--- src/source/spi_cmd_pkg.sv ---
package spi_cmd_pkg;

   // bits per SPI frame
   localparam int WORD_BITS = 32;

   // command opcodes, undefined values act as NOP
   typedef enum logic [7:0] {
      OP_NOP     = 8'd0,
      OP_INIT    = 8'd1,
      OP_WR_INV  = 8'd2,
      OP_RD_INV  = 8'd3,
      OP_WR_LEDS = 8'd4,
      OP_RD_LEDS = 8'd5,
      OP_WR_VEC  = 8'd6,
      OP_RD_VEC  = 8'd7
   } opcode_e;

   // command word, opcode in the top byte
   typedef struct packed {
      opcode_e     opcode;
      logic [23:0] payload;
   } cmd_frame_t;

   // vector data word, top byte carries nothing
   typedef struct packed {
      logic [7:0]  unused;
      logic [23:0] value;
   } data_frame_t;

   // one received word, read as command or as data depending on engine state
   typedef union packed {
      cmd_frame_t  cmd;
      data_frame_t data;
   } rx_word_u;

   // write strobes from engine to register block
   typedef struct packed {
      logic        wr_inv;
      logic        wr_leds;
      logic        wr_vec;
      logic        init;
      logic [7:0]  vec_idx;
      logic [23:0] value;
   } reg_wr_t;

   // register contents seen by the engine
   typedef struct packed {
      logic [15:0] inv_word;
      logic [2:0]  leds;
   } reg_view_t;

endpackage

--- src/source/cmd_engine.sv ---
`timescale 1ns/1ps

module cmd_engine #(
   parameter int VEC_LEN = 4
) (
   input  logic                                clk,
   input  logic                                arst_n,
   input  logic                                rx_valid,
   input  spi_cmd_pkg::rx_word_u               rx_word,
   input  spi_cmd_pkg::reg_view_t              view,
   input  logic [23:0]                         vec_rd_data,
   output logic                                tx_load,
   output logic [spi_cmd_pkg::WORD_BITS-1:0]   tx_word,
   output spi_cmd_pkg::reg_wr_t                wr,
   output logic [7:0]                          vec_rd_idx
);

   localparam int W = spi_cmd_pkg::WORD_BITS;

   typedef enum logic [1:0] {
      ST_IDLE,
      ST_VEC_WR,
      ST_VEC_RD
   } state_e;

   state_e              state;
   // vector words still to come
   logic [7:0]          vec_cnt;
   logic [7:0]          vec_pos;
   logic [W-1:0]        resp_word;
   spi_cmd_pkg::opcode_e opcode;

   assign opcode  = rx_word.cmd.opcode;
   assign vec_pos = 8'(VEC_LEN) - vec_cnt;

   // entry 0 is read out while the RD_VEC command itself is decoded
   assign vec_rd_idx = (state == ST_IDLE) ? 8'd0 : vec_pos;

   // response for the word being received now
   always_comb begin
      resp_word = '0;
      if (state != ST_IDLE) begin
         resp_word = W'(vec_rd_data);
      end else begin
         case (opcode)
            spi_cmd_pkg::OP_RD_INV:  resp_word = {16'h0000, ~view.inv_word};
            spi_cmd_pkg::OP_RD_LEDS: resp_word = W'(view.leds);
            spi_cmd_pkg::OP_RD_VEC:  resp_word = W'(vec_rd_data);
            default:                 resp_word = '0;
         endcase
      end
   end

   always_ff @(posedge clk) begin
      if (rx_valid) begin
         tx_word <= resp_word;
      end
   end

   always_ff @(posedge clk or negedge arst_n) begin
      if (!arst_n) begin
         state   <= ST_IDLE;
         vec_cnt <= '0;
         tx_load <= 1'b0;
         wr      <= '0;
      end else begin
         tx_load <= 1'b0;
         wr      <= '0;
         if (rx_valid) begin
            case (state)
               ST_IDLE: begin
                  case (opcode)
                     spi_cmd_pkg::OP_INIT: begin
                        wr.init <= 1'b1;
                     end
                     spi_cmd_pkg::OP_WR_INV: begin
                        wr.wr_inv <= 1'b1;
                        wr.value  <= rx_word.cmd.payload;
                     end
                     spi_cmd_pkg::OP_WR_LEDS: begin
                        wr.wr_leds <= 1'b1;
                        wr.value   <= rx_word.cmd.payload;
                     end
                     spi_cmd_pkg::OP_RD_INV,
                     spi_cmd_pkg::OP_RD_LEDS: begin
                        tx_load <= 1'b1;
                     end
                     spi_cmd_pkg::OP_WR_VEC: begin
                        state   <= ST_VEC_WR;
                        vec_cnt <= 8'(VEC_LEN);
                     end
                     spi_cmd_pkg::OP_RD_VEC: begin
                        tx_load <= 1'b1;
                        vec_cnt <= 8'(VEC_LEN - 1);
                        if (VEC_LEN > 1) begin
                           state <= ST_VEC_RD;
                        end
                     end
                     default: begin
                        // nop and undefined opcodes
                     end
                  endcase
               end

               ST_VEC_WR: begin
                  // every word is data here and gets no command decode
                  wr.wr_vec  <= 1'b1;
                  wr.vec_idx <= vec_pos;
                  wr.value   <= rx_word.data.value;
                  vec_cnt    <= vec_cnt - 1'b1;
                  if (vec_cnt == 8'd1) begin
                     state <= ST_IDLE;
                  end
               end

               ST_VEC_RD: begin
                  if (opcode == spi_cmd_pkg::OP_INIT) begin
                     // init aborts the readout and loads no response
                     wr.init <= 1'b1;
                     state   <= ST_IDLE;
                     vec_cnt <= '0;
                  end else begin
                     tx_load <= 1'b1;
                     vec_cnt <= vec_cnt - 1'b1;
                     if (vec_cnt == 8'd1) begin
                        state <= ST_IDLE;
                     end
                  end
               end

               default: begin
                  state   <= ST_IDLE;
                  vec_cnt <= '0;
               end
            endcase
         end
      end
   end

endmodule

--- src/source/cmd_regs.sv ---
`timescale 1ns/1ps

module cmd_regs #(
   parameter int VEC_LEN = 4
) (
   input  logic                   clk,
   input  logic                   arst_n,
   input  spi_cmd_pkg::reg_wr_t   wr,
   input  logic [7:0]             vec_rd_idx,
   output spi_cmd_pkg::reg_view_t view,
   output logic [23:0]            vec_rd_data,
   output logic [2:0]             leds
);

   logic [15:0] inv_q;
   logic [2:0]  leds_q;
   logic [23:0] vec_q [VEC_LEN];

   always_ff @(posedge clk or negedge arst_n) begin
      if (!arst_n) begin
         inv_q  <= '0;
         leds_q <= '0;
         for (int i = 0; i < VEC_LEN; i++) begin
            vec_q[i] <= '0;
         end
      end else if (wr.init) begin
         // init wins over any other strobe
         inv_q  <= '0;
         leds_q <= '0;
         for (int i = 0; i < VEC_LEN; i++) begin
            vec_q[i] <= '0;
         end
      end else begin
         if (wr.wr_inv) begin
            inv_q <= wr.value[15:0];
         end
         if (wr.wr_leds) begin
            leds_q <= wr.value[2:0];
         end
         // out of range index writes nothing
         for (int i = 0; i < VEC_LEN; i++) begin
            if (wr.wr_vec && wr.vec_idx == 8'(i)) begin
               vec_q[i] <= wr.value;
            end
         end
      end
   end

   // read mux, zero past the last entry
   always_comb begin
      vec_rd_data = '0;
      for (int i = 0; i < VEC_LEN; i++) begin
         if (vec_rd_idx == 8'(i)) begin
            vec_rd_data = vec_q[i];
         end
      end
   end

   assign view.inv_word = inv_q;
   assign view.leds     = leds_q;
   assign leds          = leds_q;

endmodule

--- src/source/spi_cmd_top.sv ---
`timescale 1ns/1ps

module spi_cmd_top #(
   parameter int VEC_LEN = 4
) (
   input  logic       clk,
   input  logic       arst_n,
   input  logic       sck,
   input  logic       ss_n,
   input  logic       mosi,
   output logic       miso,
   output logic [2:0] leds
);

   logic                                rx_valid;
   spi_cmd_pkg::rx_word_u               rx_word;
   logic                                tx_load;
   logic [spi_cmd_pkg::WORD_BITS-1:0]   tx_word;
   spi_cmd_pkg::reg_wr_t                wr;
   spi_cmd_pkg::reg_view_t              view;
   logic [23:0]                         vec_rd_data;
   logic [7:0]                          vec_rd_idx;

   // pin side, frames in and out
   spi_slave u_slave (
      .clk      (clk),
      .arst_n   (arst_n),
      .sck      (sck),
      .ss_n     (ss_n),
      .mosi     (mosi),
      .tx_load  (tx_load),
      .tx_word  (tx_word),
      .miso     (miso),
      .rx_valid (rx_valid),
      .rx_word  (rx_word)
   );

   cmd_engine #(
      .VEC_LEN (VEC_LEN)
   ) u_engine (
      .clk         (clk),
      .arst_n      (arst_n),
      .rx_valid    (rx_valid),
      .rx_word     (rx_word),
      .view        (view),
      .vec_rd_data (vec_rd_data),
      .tx_load     (tx_load),
      .tx_word     (tx_word),
      .wr          (wr),
      .vec_rd_idx  (vec_rd_idx)
   );

   cmd_regs #(
      .VEC_LEN (VEC_LEN)
   ) u_regs (
      .clk         (clk),
      .arst_n      (arst_n),
      .wr          (wr),
      .vec_rd_idx  (vec_rd_idx),
      .view        (view),
      .vec_rd_data (vec_rd_data),
      .leds        (leds)
   );

endmodule

--- src/source/spi_slave.sv ---
`timescale 1ns/1ps

module spi_slave (
   input  logic                                clk,
   input  logic                                arst_n,
   input  logic                                sck,
   input  logic                                ss_n,
   input  logic                                mosi,
   input  logic                                tx_load,
   input  logic [spi_cmd_pkg::WORD_BITS-1:0]   tx_word,
   output logic                                miso,
   output logic                                rx_valid,
   output spi_cmd_pkg::rx_word_u               rx_word
);

   localparam int W     = spi_cmd_pkg::WORD_BITS;
   localparam int CNT_W = $clog2(W);

   // pin order is {sck, ss_n, mosi}, slave select idles high
   localparam logic [2:0] PIN_IDLE = 3'b010;

   logic [2:0]       pin_meta;
   logic [2:0]       pin_sync;
   logic             sck_s;
   logic             ss_n_s;
   logic             mosi_s;
   logic             sck_q;
   logic             ss_n_q;
   logic             sck_rise;
   logic             sck_fall;
   logic             frame_start;

   logic [CNT_W-1:0] bit_cnt;
   logic [W-1:0]     rx_shift;
   logic [W-1:0]     tx_shift;
   logic [W-1:0]     tx_hold;
   logic             tx_pend;

   // two-flop synchronizers for all three pins
   always_ff @(posedge clk or negedge arst_n) begin
      if (!arst_n) begin
         pin_meta <= PIN_IDLE;
         pin_sync <= PIN_IDLE;
         sck_q    <= 1'b0;
         ss_n_q   <= 1'b1;
      end else begin
         pin_meta <= {sck, ss_n, mosi};
         pin_sync <= pin_meta;
         sck_q    <= sck_s;
         ss_n_q   <= ss_n_s;
      end
   end

   assign {sck_s, ss_n_s, mosi_s} = pin_sync;

   // edges in the clk domain
   assign sck_rise    = sck_s & ~sck_q;
   assign sck_fall    = ~sck_s & sck_q;
   assign frame_start = ss_n_q & ~ss_n_s;

   // bit counter, held at zero between frames
   always_ff @(posedge clk or negedge arst_n) begin
      if (!arst_n) begin
         bit_cnt  <= '0;
         rx_valid <= 1'b0;
      end else begin
         rx_valid <= 1'b0;
         if (ss_n_s) begin
            bit_cnt <= '0;
         end else if (sck_rise) begin
            bit_cnt <= bit_cnt + 1'b1;
            // 32nd bit completes the word
            if (bit_cnt == CNT_W'(W - 1)) begin
               rx_valid <= 1'b1;
            end
         end
      end
   end

   // mode 0, sample mosi on rising sck, msb first
   always_ff @(posedge clk) begin
      if (!ss_n_s && sck_rise) begin
         rx_shift <= {rx_shift[W-2:0], mosi_s};
      end
   end

   // shift register already holds the full word when rx_valid rises
   assign rx_word = rx_shift;

   // response word waiting for the next frame
   always_ff @(posedge clk) begin
      if (tx_load) begin
         tx_hold <= tx_word;
      end
   end

   always_ff @(posedge clk or negedge arst_n) begin
      if (!arst_n) begin
         tx_pend  <= 1'b0;
         tx_shift <= '0;
      end else begin
         if (frame_start) begin
            // zero goes out if nothing was loaded since last frame
            tx_shift <= tx_pend ? tx_hold : '0;
            tx_pend  <= 1'b0;
         end else if (!ss_n_s && sck_fall) begin
            tx_shift <= {tx_shift[W-2:0], 1'b0};
         end
         if (tx_load) begin
            tx_pend <= 1'b1;
         end
      end
   end

   assign miso = tx_shift[W-1];

endmodule
--- config.mk ---
export PLATFORM = sky130hd
export DESIGN_NAME = spi_cmd_top
export DESIGN_NICKNAME = d
export VERILOG_FILES = /design/src/source/spi_cmd_pkg.sv /design/src/source/cmd_engine.sv /design/src/source/cmd_regs.sv /design/src/source/spi_cmd_top.sv /design/src/source/spi_slave.sv
export SDC_FILE = /design/constraint.sdc
export NUM_CORES = 1
export LEC_CHECK = 0
export ABC_CLOCK_PERIOD_IN_PS = 2850
export BUFFER_PORTS_ARGS = -buffer_cell sky130_fd_sc_hd__buf_2
export CAP_MARGIN = 40
export CORE_MARGIN = 4
export CORE_UTILIZATION = 59
export CTS_BUF_LIST = sky130_fd_sc_hd__clkbuf_2
export DETAILED_ROUTE_END_ITERATION = 6
export GPL_TIMING_DRIVEN = 0
export PLACE_DENSITY = 0.9
export SYNTH_ARGS = -nofsm -noshare
export SYNTH_HDL_FRONTEND = slang
export SYNTH_SLANG_ARGS = --single-unit
export TNS_END_PERCENT = 10
--- constraint.sdc ---
create_clock -name clk -period 2.85 [get_ports clk]
set_clock_uncertainty 0.05 [all_clocks]
set_input_delay 0.1425 -clock clk [delete_from_list [all_inputs] [get_ports clk]]
set_output_delay 0.1425 -clock clk [all_outputs]
set_load 0.02 [all_outputs]
==> key figures <==
Status
  • Status: finished with violations
  • Failing checks: design-rule violations, negative setup slack

Global route
  • First-pass GRT wire length: 44200 µm
  • Largest net degree at the start of global routing: ~120
  • Initial antenna violation count: 1
  • Vias in the first global route: 8653
  • GRT Resource Usage Total: 0.249
  • Grt total ovfl: 0

Synthesis
  • Largest family of logic cells by synthesized area: simple AND/OR/NAND/NOR gates
  • Area leader, netlist: dfrtp_1
  • Cells after synthesis: around 1100
  • Register area share after synthesis: 0.633
  • Synth Area in XOR/XNOR: 0.00726
  • Top cells by area, synth: dfrtp_1 (43%), edfxtp_1 (20%), nand2_1 (4.9%), a21oi_1 (4.3%), mux2i_1 (4.2%)
  • Async SR Flop Fraction: 0.723
  • Post-Synth Adder-Cell Area: 0.00415
  • Syn avg cell area: 11.4 µm²
  • Synth Area in Compound Gates: 0.126
  • Syn. warnings: 0
  • Post-synth EDFFs: 80
  • Simple-Gate Fraction of Synth Area: 0.135
  • Mux share of post-synthesis cell area: 0.0544
  • Post-synth cell types: 62
  • Synthesized net count: 1071
  • Seq cells post-synth: 289
  • Main synth FF type: dfrtp_1
  • Synthesized cell area: 12100 µm²
  • Synth top area share: 0.427

Drt
  • Via count: 8738
  • DR WL/cell: 18.4 µm
  • DRC errors left: 2
  • Initial DRT Pass Iterations: 7
  • Vias per inst: 5.86
  • DRT Wirelength: 27500 µm
  • Post-route ant nets: 0
  • Iter 0 DRT Violations: 1038

STA
  • RSZ-0062 raised after global routing: yes
  • PnR worst setup slack: -0.0381 ns
  • TNS Setup: -0.148 ns
  • Slew HR: 0.433
  • Post-layout minimum cycle time: 2.89 ns
  • Max-slew violation count: 0
  • Least-Margin Pin Slew: 0.850 ns
  • Fmax: 346 MHz
  • WHS: 0.313 ns
  • Fin. Hold Viols: 0
  • Finish-stage setup viols: 8
  • Final period util: 1.01

Min path
  • Hold Crit Class: reg2reg
  • Hold Path Stages: 0
  • Hold_sp: u_slave.pin_meta[0]
  • Hold Path Sink: u_slave.pin_sync[0]

Finish
  • Flip-flop and latch area: 7640 µm²
  • Final std cells w/o fill: between 1000 and 1500
  • Synth-to-layout area growth: 11.0%
  • Most frequent cells in the layout: dfrtp_1 (206), nand2_1 (158), clkbuf_2 (106)
  • Multi-input gate area: 4020 µm²
  • Most common cell after layout, fill and taps aside: dfrtp_1
  • NumNets Final: 1169
  • Fill cell count: roughly 1500
  • Layout cell share with drive strength beyond 1: 0.161
  • Fin area: 13400 µm²

Power
  • Pwr/cell area: 525 nW/µm²
  • Switching fraction of total power: 0.248
  • Leak Pwr: 5.99 nW
  • Logic pwr share: 0.017
  • Clk pwr share: 0.375
  • Final Power: 7.04 mW
  • Peak supply drop: roughly 0.24 mV
  • Int Pwr: 5.29 mW
  • Flop pwr share: 0.607
  • Switching pwr: 1.75 mW

Setup path
  • Worst R2R Path Depth: 10
  • Reg2Reg Setup Slack: -0.04 ns
  • Crit path capture type: flop
  • Max FO, Critical Path: 10
  • Critical R2R Launch: u_engine.vec_cnt[0]
  • CP Data Required Time: 3.35 ns
  • R2r endpoint: u_engine.tx_word[11]
  • Crit Path Category: reg2reg
  • CP arrival: 3.39 ns
  • Crit start category: flop

Place
  • Dpl hpwl: 18300 µm
  • Placed cell count: 1344
  • GPL Wtd Cong: 0.945
  • Placed inst area: 12600 µm²
  • IO Port Bufs: 8

Die
  • I/O pins: 9
  • Rows: 52
  • Effective utilization at floorplan: 0.598
  • Die H: 151 µm
  • Die width: 151 µm
  • Total Die Area: around 23000 µm²
  • Core area: 20200 µm²

Clock network
  • Worst skew pair latency: 0.85 ns
  • Htree depth: 3
  • Clk sink count: 289
  • CTS tree: done
  • Root buffer cell: clkbuf_2
  • CTS Buffer Depth: 3
  • Clock Pin Slew Worst Setup and Hold Paths: 0.12 ns
  • TritonCTS buffer count: 72

Job
  • Max Cap Viol: 0
sequential cells by signal, indices dropped and copies added (netlist names):
| register | flops |
|---|---|
| u_slave.ss_n_q | 1 |
| u_slave.rx_word | 32 |
| u_slave.sck_q | 1 |
| u_slave.pin_meta | 3 |
| u_engine.tx_load | 1 |
| u_regs.inv_q | 16 |
| u_slave.pin_sync | 3 |
| u_engine.state | 2 |
| u_regs.leds | 3 |
| u_slave.rx_valid | 1 |
| u_slave.bit_cnt | 5 |
| u_engine.vec_cnt | 8 |
| u_slave.tx_shift | 32 |
| u_regs.vec_q | 96 |
| u_slave.tx_hold | 24 |
| u_slave.tx_pend | 1 |
| u_engine.wr | 36 |
| u_engine.tx_word | 24 |
routing by layer:
metal | global-route usage | vias to the layer above | share of wire
met3 | 0.0610 | 89 | 0.083
met1 | 0.326 | 4275 | 0.40
li1 | - | 3967 | -
met2 | 0.392 | 407 | 0.47
met5 | 0 | - | 0
met4 | 0.126 | 0 | 0.041
how the worst max path moves through the flow:
stage / start / to
floorplan: u_engine.vec_cnt[0] / u_engine.tx_word[19]
global route: u_engine.vec_cnt[0] / u_engine.tx_word[11]
global placement: arst_n / u_slave.pin_meta[0]
detailed placement: u_engine.vec_cnt[0] / u_engine.tx_word[5]
finish: u_engine.vec_cnt[0] / u_engine.tx_word[11]
CTS: u_engine.vec_cnt[0] / u_engine.tx_word[12]
layout make-up:
type,count,share of cell area
Tap cell,270,0.0252
Clock inverter,27,0.00775
Timing Repair Buffer,24,0.0196
Buffer,76,0.0277
Sequential cell,289,0.570
Antenna cell,1,0.000187
Inverter,34,0.00953
Clock buffer,106,0.0396
Multi-Input combinational cell,663,0.300
critical path: stages (launching register included):
cell and delay [ns]:
dfrtp_1 0.42, buf_4 0.20, inv_2 0.09, ha_4 0.17, nor2b_4 0.06, or4_4 0.49, a22oi_4 0.27, nand4_1 0.19
buf_4 0.25, o21ai_0 0.22, o22ai_1 0.16
Yosys cell counts, types with 2 or more instances:
| cell type | number |
|---|---|
| and2_1 | 27 |
| o21ai_0 | 29 |
| dfstp_2 | 3 |
| nor4_1 | 2 |
| o32ai_1 | 7 |
| buf_4 | 7 |
| a22o_1 | 10 |
| inv_1 | 34 |
| a222oi_1 | 23 |
| nor3b_1 | 3 |
| o211a_1 | 6 |
| a2bb2oi_1 | 16 |
| mux2i_1 | 51 |
| buf_1 | 4 |
| buf_2 | 14 |
| or3_1 | 4 |
| o21ai_1 | 6 |
| and3b_1 | 3 |
| clkbuf_1 | 48 |
| o31ai_1 | 3 |
| a211oi_1 | 2 |
| nor3_1 | 5 |
| o221ai_1 | 3 |
| nand2_2 | 10 |
| mux2_2 | 13 |
| nor2b_1 | 8 |
| a21oi_1 | 104 |
| nand3b_1 | 4 |
| xnor2_1 | 5 |
| nand4_1 | 2 |
| nand3_1 | 3 |
| o22ai_1 | 12 |
| xor2_1 | 5 |
| dfrtp_1 | 206 |
| and3_1 | 5 |
| edfxtp_1 | 80 |
| o311a_1 | 3 |
| nand2b_1 | 6 |
| nand2_1 | 158 |
| buf_6 | 3 |
| ha_1 | 4 |
| nor2_1 | 101 |
metrics by stage:
step | worst slack [ns] | utilization
3_3_place_gp | -1.81 | 0.617
6_report | -0.0381 | 0.664
5_1_grt | -0.0485 | 0.664
3_5_place_dp | -0.634 | 0.623
2_1_floorplan | 0.186 | -
4_1_cts | 0.0104 | 0.662
logic make-up (layout without fill, tap and decap cells):
logic type / after synthesis / count (layout)
simple gates: 352 / 352
flops: 289 / 289
compound gates: 233 / 233
buf+inv: 110 / 267
mux: 64 / 64
xor+xnor: 10 / 10
fa+ha+maj: 4 / 4
other cells: 0 / 1
power by group through the flow:
stage	logic (mW)	registers (mW)	clock network [mW]
floorplan	0.0330	4.36	0
global placement	0.103	4.36	0
detailed placement	0.117	4.36	0
CTS	0.126	4.28	2.70
global route	0.140	4.28	2.93
finish	0.122	4.28	2.64
what timing repair did:
| item | in CTS | in global routing |
|---|---|---|
| hold buffers | 8 | 0 |
| endpoints found under the setup margin | 25 | 21 |
| hold endpoints to repair | 212 | 0 |
| gates resized for setup | 15 | 12 |
| setup buffers | 1 | 3 |
| cloned | 0 | 0 |
| pin swaps | 0 | 2 |
(Power assumes the default switching activity.)
